$ cat config.mk
export PLATFORM = sky130hd
export DESIGN_NAME = lc3b_system
export DESIGN_NICKNAME = d
export VERILOG_FILES = /design/src/rtl/lc3b_bus_pkg.sv /design/src/rtl/lc3b_types.sv /design/src/rtl/control_rom.sv /design/src/rtl/cpu_datapath.sv /design/src/rtl/lc3b_system.sv /design/src/rtl/mem_arbiter.sv /design/src/rtl/mem_control.sv /design/src/rtl/regfile.sv
export SDC_FILE = /design/constraint.sdc
export NUM_CORES = 1
export LEC_CHECK = 0
export BUFFER_PORTS_ARGS = -buffer_cell sky130_fd_sc_hd__buf_2
export CAP_MARGIN = 10
export CORE_MARGIN = 1
export CORE_UTILIZATION = 55
export CTS_CLUSTER_DIAMETER = 80
export DETAILED_ROUTE_END_ITERATION = 6
export HOLD_SLACK_MARGIN = 0.02
export PLACE_DENSITY = 0.72
export REMOVE_ABC_BUFFERS = 1
export SYNTH_ARGS = -nofsm -noshare
export SYNTH_HDL_FRONTEND = slang
export SYNTH_SLANG_ARGS = --single-unit
$ cat constraint.sdc
create_clock -name clk -period 7.3 [get_ports clk]
set_clock_uncertainty 0.1 [all_clocks]
set_input_delay 0.73 -clock clk [delete_from_list [all_inputs] [get_ports clk]]
set_output_delay 0.73 -clock clk [all_outputs]
set_load 0.01 [all_outputs]
$ cat src/rtl/lc3b_bus_pkg.sv
package lc3b_bus_pkg;

// current owner of the shared memory bus
typedef enum logic [1:0] {
	port_none,
	port_instr,
	port_data
} bus_port;

localparam logic [1:0] be_word = 2'b11;
localparam logic [1:0] be_low = 2'b01; // even byte address
localparam logic [1:0] be_high = 2'b10; // odd byte address

localparam logic [15:0] reset_pc = 16'h0000;

endpackage : lc3b_bus_pkg

$ cat src/rtl/lc3b_types.sv
package lc3b_types;

typedef logic [15:0] lc3b_word;
typedef logic [2:0] lc3b_reg;

typedef enum logic [3:0] {
	op_br   = 4'b0000,
	op_add  = 4'b0001,
	op_ldb  = 4'b0010,
	op_stb  = 4'b0011,
	op_jsr  = 4'b0100,
	op_and  = 4'b0101,
	op_ldr  = 4'b0110,
	op_str  = 4'b0111,
	op_rti  = 4'b1000,
	op_not  = 4'b1001,
	op_ldi  = 4'b1010,
	op_sti  = 4'b1011,
	op_jmp  = 4'b1100,
	op_shf  = 4'b1101,
	op_lea  = 4'b1110,
	op_trap = 4'b1111
} lc3b_opcode;

typedef enum logic [1:0] {
	alu_add,
	alu_and,
	alu_not,
	alu_pass // passes operand b
} lc3b_aluop;

// alumux_sel, the ALU b operand
localparam logic [1:0] alumux_sr2 = 2'd0;
localparam logic [1:0] alumux_imm5 = 2'd1;
localparam logic [1:0] alumux_offset6 = 2'd2; // word scaled unless mem_byte
localparam logic [1:0] alumux_offset9 = 2'd3;

localparam logic alubase_sr1 = 1'b0; // alubasemux_sel
localparam logic alubase_pc = 1'b1; // pc of the instruction plus 2
localparam logic storemux_src2 = 1'b0; // storemux_sel, port b index from bits 2:0
localparam logic storemux_dest = 1'b1; // port b index from bits 11:9, store source
localparam logic regfilemux_alu = 1'b0;
localparam logic regfilemux_mem = 1'b1;

typedef struct packed {
	lc3b_opcode opcode;
	lc3b_aluop aluop;
	logic [1:0] alumux_sel;
	logic alubasemux_sel;
	logic storemux_sel;
	logic regfilemux_sel;
	logic load_regfile;
	logic load_cc;
	logic mem_read;
	logic mem_write;
	logic mem_byte;
	logic valid_dest; // bits 11:9 name a register written in WB
	logic valid_branch; // bits 11:9 hold the nzp mask
	logic valid;
} lc3b_control_word;

endpackage : lc3b_types

$ cat src/rtl/control_rom.sv
`timescale 1ns/10ps

module control_rom import lc3b_types::*; (
	input lc3b_opcode opcode,
	input logic [2:0] bits4_5_11,
	output lc3b_control_word ctrl
);

always_comb begin
	ctrl = '0; // anything not decoded below stays invalid
	ctrl.opcode = opcode;
	ctrl.aluop = alu_pass;
	ctrl.alumux_sel = alumux_sr2;
	ctrl.alubasemux_sel = alubase_sr1;
	ctrl.storemux_sel = storemux_src2;
	ctrl.regfilemux_sel = regfilemux_alu;
	case (opcode)
		op_add, op_and: begin
			ctrl.aluop = (opcode == op_add) ? alu_add : alu_and;
			ctrl.alumux_sel = bits4_5_11[1] ? alumux_imm5 : alumux_sr2; // bit 5 picks imm5
			ctrl.load_regfile = 1'b1;
			ctrl.load_cc = 1'b1;
			ctrl.valid_dest = 1'b1;
			ctrl.valid = 1'b1;
		end
		op_not: begin
			ctrl.aluop = alu_not;
			ctrl.load_regfile = 1'b1;
			ctrl.load_cc = 1'b1;
			ctrl.valid_dest = 1'b1;
			ctrl.valid = (bits4_5_11[1:0] == 2'b11); // only the all ones xor form
		end
		op_ldr, op_ldb: begin
			ctrl.aluop = alu_add;
			ctrl.alumux_sel = alumux_offset6;
			ctrl.regfilemux_sel = regfilemux_mem;
			ctrl.mem_read = 1'b1;
			ctrl.mem_byte = (opcode == op_ldb);
			ctrl.load_regfile = 1'b1;
			ctrl.load_cc = 1'b1;
			ctrl.valid_dest = 1'b1;
			ctrl.valid = 1'b1;
		end
		op_str, op_stb: begin
			ctrl.aluop = alu_add;
			ctrl.alumux_sel = alumux_offset6;
			ctrl.storemux_sel = storemux_dest; // source register sits in bits 11:9
			ctrl.mem_write = 1'b1;
			ctrl.mem_byte = (opcode == op_stb);
			ctrl.valid = 1'b1;
		end
		op_lea, op_br: begin
			ctrl.aluop = alu_add; // pc plus offset9, also the branch target
			ctrl.alumux_sel = alumux_offset9;
			ctrl.alubasemux_sel = alubase_pc;
			ctrl.load_regfile = (opcode == op_lea);
			ctrl.load_cc = (opcode == op_lea);
			ctrl.valid_dest = (opcode == op_lea);
			ctrl.valid_branch = (opcode == op_br);
			ctrl.valid = 1'b1;
		end
		default: ;
	endcase
end

endmodule : control_rom

$ cat src/rtl/cpu_datapath.sv
`timescale 1ns/10ps

module cpu_datapath import lc3b_types::*, lc3b_bus_pkg::*; (
	input logic clk,
	input logic reset,
	input lc3b_word instr,
	input logic instruction_response,
	input lc3b_word mem_rdata,
	input logic data_response,
	output lc3b_word instruction_address,
	output logic instruction_request,
	output lc3b_word mem_address,
	output lc3b_word write_data,
	output logic [1:0] mem_byte_enable,
	output logic data_request,
	output logic write_enable
);

lc3b_word pc, pc_plus2, if_instr, id_instr, ex_instr, id_pc, ex_pc;
logic if_full, fetch_req, advance, mem_ready, branch_taken;
lc3b_control_word if_ctrl, id_ctrl, ex_ctrl, mem_ctrl, wb_ctrl;
lc3b_reg id_src_b, ex_src_b, mem_dest, wb_dest;
lc3b_word id_sr1, id_sr2, ex_sr1, ex_sr2, ex_opa, ex_opb;
lc3b_word imm5, offset6, offset9, alu_a, alu_b, alu_out;
lc3b_word mem_alu, mem_src, mem_output, mem_fwd, wb_alu, wb_mdr, wb_value;
logic [2:0] cc, cc_next; // n z p

function automatic lc3b_control_word stage_ctrl(lc3b_control_word c, logic flush);
	lc3b_control_word r;
	r = c;
	r.valid = c.valid & ~flush;
	return r;
endfunction

// MEM beats WB beats the register value
function automatic lc3b_word forward(lc3b_reg src, lc3b_word regval);
	if (mem_ctrl.valid && mem_ctrl.valid_dest && mem_dest == src)
		return mem_fwd;
	if (wb_ctrl.valid && wb_ctrl.valid_dest && wb_dest == src)
		return wb_value;
	return regval;
endfunction

assign instruction_address = pc;
assign instruction_request = fetch_req;
assign pc_plus2 = pc + 16'd2;
assign advance = if_full & mem_ready; // all other stages take one cycle

always_ff @(posedge clk) begin
	if (reset) begin
		pc <= reset_pc;
		if_full <= 1'b0;
		fetch_req <= 1'b0;
	end else begin
		if (advance)
			pc <= branch_taken ? wb_alu : pc_plus2;
		if (instruction_response) begin
			if_full <= 1'b1;
			fetch_req <= 1'b0;
		end else if (advance) begin
			if_full <= 1'b0;
			fetch_req <= 1'b1;
		end else if (!if_full) begin
			fetch_req <= 1'b1;
		end
	end
end

always_ff @(posedge clk) begin
	if (instruction_response)
		if_instr <= instr;
end

control_rom rom0 (
	.opcode(lc3b_opcode'(if_instr[15:12])),
	.bits4_5_11({if_instr[11], if_instr[5], if_instr[4]}),
	.ctrl(if_ctrl)
);

// a taken branch in WB kills everything younger
always_ff @(posedge clk) begin
	if (reset) begin
		id_ctrl <= '0;
		ex_ctrl <= '0;
		mem_ctrl <= '0;
		wb_ctrl <= '0;
	end else if (advance) begin
		id_ctrl <= stage_ctrl(if_ctrl, branch_taken);
		ex_ctrl <= stage_ctrl(id_ctrl, branch_taken);
		mem_ctrl <= stage_ctrl(ex_ctrl, branch_taken);
		wb_ctrl <= stage_ctrl(mem_ctrl, branch_taken);
	end
end

always_ff @(posedge clk) begin
	if (advance) begin
		id_instr <= if_instr;
		id_pc <= pc_plus2;
		ex_instr <= id_instr;
		ex_pc <= id_pc;
		ex_sr1 <= id_sr1;
		ex_sr2 <= id_sr2;
		mem_alu <= alu_out;
		mem_src <= ex_opb; // store data, already forwarded
		mem_dest <= ex_instr[11:9];
		wb_alu <= mem_alu;
		wb_mdr <= mem_output;
		wb_dest <= mem_dest;
	end
end

assign id_src_b = (id_ctrl.storemux_sel == storemux_dest) ? id_instr[11:9] : id_instr[2:0];

regfile regs0 (
	.clk,
	.reset,
	.load(advance & wb_ctrl.valid & wb_ctrl.load_regfile),
	.in(wb_value),
	.src_a(id_instr[8:6]),
	.src_b(id_src_b),
	.dest(wb_dest),
	.reg_a(id_sr1),
	.reg_b(id_sr2)
);

assign ex_src_b = (ex_ctrl.storemux_sel == storemux_dest) ? ex_instr[11:9] : ex_instr[2:0];
assign mem_fwd = mem_ctrl.mem_read ? mem_output : mem_alu; // load data valid once MEM is done

always_comb begin
	ex_opa = forward(ex_instr[8:6], ex_sr1);
	ex_opb = forward(ex_src_b, ex_sr2);
end

assign imm5 = {{11{ex_instr[4]}}, ex_instr[4:0]};
assign offset6 = ex_ctrl.mem_byte ? {{10{ex_instr[5]}}, ex_instr[5:0]}
	: {{9{ex_instr[5]}}, ex_instr[5:0], 1'b0};
assign offset9 = {{6{ex_instr[8]}}, ex_instr[8:0], 1'b0};
assign alu_a = (ex_ctrl.alubasemux_sel == alubase_pc) ? ex_pc : ex_opa;

always_comb begin
	case (ex_ctrl.alumux_sel)
		alumux_sr2: alu_b = ex_opb;
		alumux_imm5: alu_b = imm5;
		alumux_offset6: alu_b = offset6;
		alumux_offset9: alu_b = offset9;
	endcase
end

always_comb begin
	case (ex_ctrl.aluop)
		alu_add: alu_out = alu_a + alu_b;
		alu_and: alu_out = alu_a & alu_b;
		alu_not: alu_out = ~alu_a;
		default: alu_out = alu_b;
	endcase
end

mem_control memctl0 (
	.clk,
	.reset,
	.advance,
	.ctrl(stage_ctrl(mem_ctrl, branch_taken)), // no access behind a taken branch
	.src_data(mem_src),
	.alu_data(mem_alu),
	.data_rdata(mem_rdata),
	.data_response,
	.data_request,
	.data_write(write_enable),
	.data_address(mem_address),
	.data_wdata(write_data),
	.data_byte_enable(mem_byte_enable),
	.mem_output,
	.ready(mem_ready)
);

assign wb_value = (wb_ctrl.regfilemux_sel == regfilemux_mem) ? wb_mdr : wb_alu;
assign cc_next = {wb_value[15], wb_value == 16'h0000, !wb_value[15] && wb_value != 16'h0000};
assign branch_taken = wb_ctrl.valid & wb_ctrl.valid_branch & (|(wb_dest & cc));

always_ff @(posedge clk) begin
	if (reset)
		cc <= 3'b000;
	else if (advance && wb_ctrl.valid && wb_ctrl.load_cc)
		cc <= cc_next;
end

// a store stays on the port until its response
a_write_held: assert property (@(posedge clk) disable iff (reset)
	write_enable && !data_response |=> write_enable);

// whatever a taken BR flushes into MEM stays off the bus
a_flush_no_access: assert property (@(posedge clk) disable iff (reset)
	branch_taken && advance |=> !data_request);

endmodule : cpu_datapath

$ cat src/rtl/lc3b_system.sv
`timescale 1ns/10ps

module lc3b_system import lc3b_types::*; (
	input logic clk,
	input logic reset,
	output logic bus_request,
	output logic bus_write,
	output lc3b_word bus_address,
	output lc3b_word bus_wdata,
	output logic [1:0] bus_byte_enable,
	input lc3b_word bus_rdata,
	input logic bus_response
);

lc3b_word instruction_address, instr_rdata, mem_address, write_data, mem_rdata;
logic instruction_request, instr_response, data_request, write_enable, data_response;
logic [1:0] mem_byte_enable;

cpu_datapath cpu0 (
	.clk,
	.reset,
	.instr(instr_rdata),
	.instruction_response(instr_response),
	.mem_rdata,
	.data_response,
	.instruction_address,
	.instruction_request,
	.mem_address,
	.write_data,
	.mem_byte_enable,
	.data_request,
	.write_enable
);

mem_arbiter arb0 (
	.clk,
	.reset,
	.instr_request(instruction_request),
	.instr_address(instruction_address),
	.instr_rdata,
	.instr_response,
	.data_request,
	.data_write(write_enable),
	.data_address(mem_address),
	.data_wdata(write_data),
	.data_byte_enable(mem_byte_enable),
	.data_rdata(mem_rdata),
	.data_response,
	.bus_request,
	.bus_write,
	.bus_address,
	.bus_wdata,
	.bus_byte_enable,
	.bus_rdata,
	.bus_response
);

endmodule : lc3b_system

$ cat src/rtl/mem_arbiter.sv
`timescale 1ns/10ps

module mem_arbiter import lc3b_types::*, lc3b_bus_pkg::*; (
	input logic clk,
	input logic reset,
	input logic instr_request,
	input lc3b_word instr_address,
	output lc3b_word instr_rdata,
	output logic instr_response,
	input logic data_request,
	input logic data_write,
	input lc3b_word data_address,
	input lc3b_word data_wdata,
	input logic [1:0] data_byte_enable,
	output lc3b_word data_rdata,
	output logic data_response,
	output logic bus_request,
	output logic bus_write,
	output lc3b_word bus_address,
	output lc3b_word bus_wdata,
	output logic [1:0] bus_byte_enable,
	input lc3b_word bus_rdata,
	input logic bus_response
);

bus_port owner;

always_ff @(posedge clk) begin
	if (reset) begin
		owner <= port_none;
	end else if (owner == port_none) begin
		if (data_request)
			owner <= port_data; // data wins a tie
		else if (instr_request)
			owner <= port_instr;
	end else if (bus_response) begin
		owner <= port_none;
	end
end

always_comb begin
	bus_request = 1'b0;
	bus_write = 1'b0;
	bus_address = instr_address;
	bus_wdata = data_wdata;
	bus_byte_enable = be_word; // fetches are always whole words
	case (owner)
		port_instr: bus_request = instr_request;
		port_data: begin
			bus_request = data_request;
			bus_write = data_write;
			bus_address = data_address;
			bus_byte_enable = data_byte_enable;
		end
		default: ;
	endcase
end

assign instr_rdata = bus_rdata;
assign data_rdata = bus_rdata;
assign instr_response = bus_response & (owner == port_instr);
assign data_response = bus_response & (owner == port_data);

a_response_owned: assert property (@(posedge clk) disable iff (reset)
	bus_response |-> owner != port_none);

a_bus_hold: assert property (@(posedge clk) disable iff (reset)
	bus_request && !bus_response |=> bus_request && $stable(bus_address));

endmodule : mem_arbiter

$ cat src/rtl/mem_control.sv
`timescale 1ns/10ps

module mem_control import lc3b_types::*, lc3b_bus_pkg::*; (
	input logic clk,
	input logic reset,
	input logic advance,
	input lc3b_control_word ctrl,
	input lc3b_word src_data,
	input lc3b_word alu_data,
	input lc3b_word data_rdata,
	input logic data_response,
	output logic data_request,
	output logic data_write,
	output lc3b_word data_address,
	output lc3b_word data_wdata,
	output logic [1:0] data_byte_enable,
	output lc3b_word mem_output,
	output logic ready
);

logic access;
logic done; // response seen for the instruction now in MEM
lc3b_word rdata;

assign access = ctrl.valid & (ctrl.mem_read | ctrl.mem_write);
assign data_request = access & ~done;
assign data_write = data_request & ctrl.mem_write;
assign data_address = ctrl.mem_byte ? alu_data : {alu_data[15:1], 1'b0};
assign ready = ~access | done;

always_comb begin
	if (!ctrl.mem_byte) begin
		data_byte_enable = be_word;
		data_wdata = src_data;
	end else if (alu_data[0]) begin
		data_byte_enable = be_high;
		data_wdata = {src_data[7:0], 8'h00};
	end else begin
		data_byte_enable = be_low;
		data_wdata = {8'h00, src_data[7:0]};
	end
end

// byte loads are zero extended
always_comb begin
	if (!ctrl.mem_byte)
		mem_output = rdata;
	else if (alu_data[0])
		mem_output = {8'h00, rdata[15:8]};
	else
		mem_output = {8'h00, rdata[7:0]};
end

always_ff @(posedge clk) begin
	if (reset)
		done <= 1'b0;
	else if (advance)
		done <= 1'b0;
	else if (data_request && data_response)
		done <= 1'b1;
end

always_ff @(posedge clk) begin
	if (data_request && data_response)
		rdata <= data_rdata;
end

// MEM contents must not move while the bus still works on the access
a_addr_stable: assert property (@(posedge clk) disable iff (reset)
	data_request && !data_response |=> $stable(data_address));

endmodule : mem_control

$ cat src/rtl/regfile.sv
`timescale 1ns/10ps

module regfile import lc3b_types::*; (
	input logic clk,
	input logic reset,
	input logic load,
	input lc3b_word in,
	input lc3b_reg src_a,
	input lc3b_reg src_b,
	input lc3b_reg dest,
	output lc3b_word reg_a,
	output lc3b_word reg_b
);

lc3b_word data [8];

always_ff @(posedge clk) begin
	if (reset) begin
		for (int i = 0; i < 8; i++)
			data[i] <= '0;
	end else if (load) begin
		data[dest] <= in;
	end
end

// a write leaving WB is seen by ID in the same cycle
assign reg_a = (load && src_a == dest) ? in : data[src_a];
assign reg_b = (load && src_b == dest) ? in : data[src_b];

endmodule : regfile

==> reports/results.tsv <==
stage	metric	value	unit
floorplanning	io pins	55	
clock_network	post-CTS resize count	0	
setup_path	CP max stage cell	nand2b_1	
detailed_routing	Initial DRC Count	1613	
power_and_ir_drop	NetSw	1.04	mW
job	max cap viols	0	
cells_and_area	Layout area overhead	11.3	%
timing	Worst-Margin Slew	1.14	ns
power_and_ir_drop	Pint	3.77	mW
timing	fin. max-slew vios	0	
logic_synthesis	synth warn	0	
detailed_routing	Routed WL	47.9	mm
floorplanning	Starting Density	55.8	%
place	IO Port Bufs	54	
detailed_routing	Vias	13000	
floorplanning	core area	0.0335	mm2
setup_path	worst setup path category	reg -> reg	
logic_synthesis	post-synthesis sequential area ratio	57.3	%
cells_and_area	fin area	0.0208	mm2
outcome	status	finished, violations left	
clock_network	Max Root-Sink Buffers	3	
detailed_routing	post-route antenna net violation count	0	
detailed_routing	DRT Pass-1 Iters	7	
timing	RSZ-0062 raised after global routing	no	
cells_and_area	Nets	1643	
setup_path	cell chain of the critical path	a22oi_1, nand2_1, nand3_1, nand2_1, nor3_1, nand2b_2, inv_6, nand3_1, nor3_1, nand3_1, nand2b_1	
setup_path	Startpoint Class	flip-flop	
global_routing	largest net degree at the start of global routing	76	
timing	hold_ws	0.272	ns
power_and_ir_drop	Clk pwr share	44.0	%
logic_synthesis	share of the synthesized area in the top cell type	51.0	%
detailed_routing	wire length per cell	23.0	um
detailed_routing	detailed-route DRC error count	4	
power_and_ir_drop	combinational share of power	5.5	%
logic_synthesis	Netlist cell types	61	
clock_network	hold-fix buffers at CTS	0	
floorplanning	Die W	187	um
clock_network	clock latency on the worst-skew pair	0.55	ns
timing	final worst setup slack	1.92	ns
logic_synthesis	Syn Area/Cell	11.8	um2
floorplanning	Total Die Area	0.0348	mm2
power_and_ir_drop	register share of total power	50.5	%
setup_path	most frequent CP cell	nand3_1	
timing	crit share post-route	73.7	%
clock_network	TritonCTS clock tree	yes	
global_routing	initial antenna violation count	1	
clock_network	Root Buffer	clkbuf_16	
logic_synthesis	Yosys top cell by area	edfxtp_1	
cells_and_area	share of layout cells above drive strength 1	19.2	%
logic_synthesis	count leader, synth	edfxtp_1	
clock_network	H-tree levels	2	
floorplanning	Die Height	187	um
setup_path	Critical Path Max Stage Delay	0.87	ns
clock_network	CTS buffer count	40	
power_and_ir_drop	PD cells	231	mW/mm2
timing	endpoints failing hold	0	
hold_path	Hold Crit Class	in -> reg	
logic_synthesis	number of synthesized flops with an enable pin	318	
global_routing	GR Util All Layers	27.6	%
logic_synthesis	synthesized flop and latch total	377	
timing	Max Freq	0.186	GHz
setup_path	Crit. End Element	flip-flop	
timing	post-route minimum period	5.38	ns
setup_path	arrival time worst endpoint	5.45	ns
cells_and_area	Final Non-Filler Cells	2082	
logic_synthesis	Synth Cell Area	0.0187	mm2
timing	Setup-failing EPs final	0	
setup_path	worst-path fanout max	67	
logic_synthesis	top post-synthesis cells by area	edfxtp_1 (51%), mux4_2 (9.0%), dfxtp_1 (6.3%), nor2_1 (4.6%), nand2_1 (4.0%)	
place	dpl cells	2006	
timing	relative slew slack	23.4	%
global_routing	number of global-route vias before repair	12400	
place	Placer Congestion	0.910	
global_routing	total grt overflow	0	
logic_synthesis	async set or reset register ratio after synthesis	0	%
timing	setup TNS	0	ns
power_and_ir_drop	Static Leak	7.52	nW
detailed_routing	vias per inst	6.24	
logic_synthesis	Post-synth top cells	edfxtp_1 (318), nor2_1 (227), nand2_1 (202)	
place	Post-DP HPWL	32.5	mm
power_and_ir_drop	Max IR drop VDD	0.189	mV
clock_network	clock sink count	377	
clock_network	clock-pin slew on the worst setup and hold paths	0.06	ns
logic_synthesis	Syn Inst Count	1583	
outcome	failing checks	design-rule violations	
global_routing	global-route wire length before repair	73.4	mm
setup_path	WP data required	7.37	ns
floorplanning	# rows	67	
place	post-place setup slack	2.11	ns
cells_and_area	Final Util	62.1	%
power_and_ir_drop	Net Sw Frac	21.7	%
place	Placed Area	0.0194	mm2
power_and_ir_drop	total power	4.81	mW
clock_network	Post-CTS Setup Bufs	0	
logic_synthesis	Synth Flop Type	edfxtp_1	
cells_and_area	n_diodes	0	
## worst max-delay path, delay by kind of cell, from the launching register on
kind | cells | cell delay [ns]
DFF | 1 | 0.59
AOI/OAI and AO/OA | 1 | 0.12
and+or+nand+nor | 9 | 3.73
buffers and inverters | 1 | 0.44
## layer usage
layer / wire (um) / global-route usage [%] / part of all wire (%)
met1: 19500 / 38.8 / 41
met2: 22600 / 43.8 / 47
met3: 4180 / 3.99 / 8.7
met4: 1670 / 10.4 / 3.5
met5: 0 / 0 / 0
## registers in the layout, indices dropped and copies added (netlist names), 6 cells and up, named ones only
| name | flops |
|---|---|
| cpu0.instruction_address | 16 |
| cpu0.id_ctrl | 11 |
| cpu0.mem_alu | 16 |
| cpu0.id_instr | 12 |
| cpu0.mem_src | 16 |
| cpu0.ex_instr | 12 |
| cpu0.memctl0.rdata | 16 |
| cpu0.wb_mdr | 16 |
| cpu0.id_pc | 16 |
| cpu0.if_instr | 16 |
| cpu0.ex_sr1 | 16 |
| cpu0.ex_pc | 16 |
| cpu0.mem_ctrl | 6 |
| cpu0.regs0.data | 128 |
| cpu0.ex_sr2 | 16 |
| cpu0.ex_ctrl | 11 |
| cpu0.wb_alu | 16 |
## area by class of cell
cell class,count,area (um2)
Multi-Input combinational cell,1050,7450
Sequential cell,377,10700
Inverter,45,174
Tap cell,448,561
Timing Repair Buffer,89,548
Fill cell,2584,12700
Clock buffer,50,1150
Clock inverter,23,224
## worst paths after layout
check | startpoint | end | slack, ns | cells past startpoint
setup / recovery | cpu0.wb_dest[2] | cpu0.regs0.data[6][15] | 1.92 | 11
hold / removal | bus_rdata[10] | cpu0.if_instr[10] | 0.27 | 1
setup reg to reg | cpu0.wb_dest[2] | cpu0.regs0.data[6][15] | 1.92 | 11
hold reg to reg | cpu0.if_instr[1] | cpu0.id_instr[1] | 0.31 | 0
## power by group through the flow
stage | sequential, mW | combinational, mW | clock [mW]
after floorplan | 2.46 | 0.180 | 0
after global placement | 2.47 | 0.257 | 0
after detailed placement | 2.47 | 0.262 | 0
after CTS | 2.43 | 0.264 | 2.13
after global routing | 2.43 | 0.286 | 2.20
final | 2.43 | 0.265 | 2.12
## placed cells by master (no fill, tap or decap), drive strengths merged, types with 6 or more instances in the layout
master and n:
a211oi 18, a21oi 78, a22oi 7, a31oi 11, and2 12, and3 12, buf 89, clkbuf 50
clkinv 16, dfxtp 59, edfxtp 318, ha 20, inv 47, mux2 48, mux2i 51, mux4 75
nand2 202, nand2b 17, nand3 17, nand4 6, nor2 227, nor2b 16, nor3 28, nor4 7
o211ai 6, o21ai 90, o221ai 6, o31ai 8, xnor2 22, xor2 25
## kinds of logic (layout without fill, tap and decap cells)
logic type                 after synthesis  count (layout)  synth area share (%)
muxes                                  174             174                  14.7
xor gates and xnor gates                47              47                  2.28
buffers and inverters                  156             207                  3.21
DFF                                    377             377                  57.3
AOI/OAI and AO/OA                      249             249                  8.16
adders and majority gates               21              21                  1.44
and+or+nand+nor                        559             559                  12.9
No activity file was read; power rests on OpenSTA's default activity.
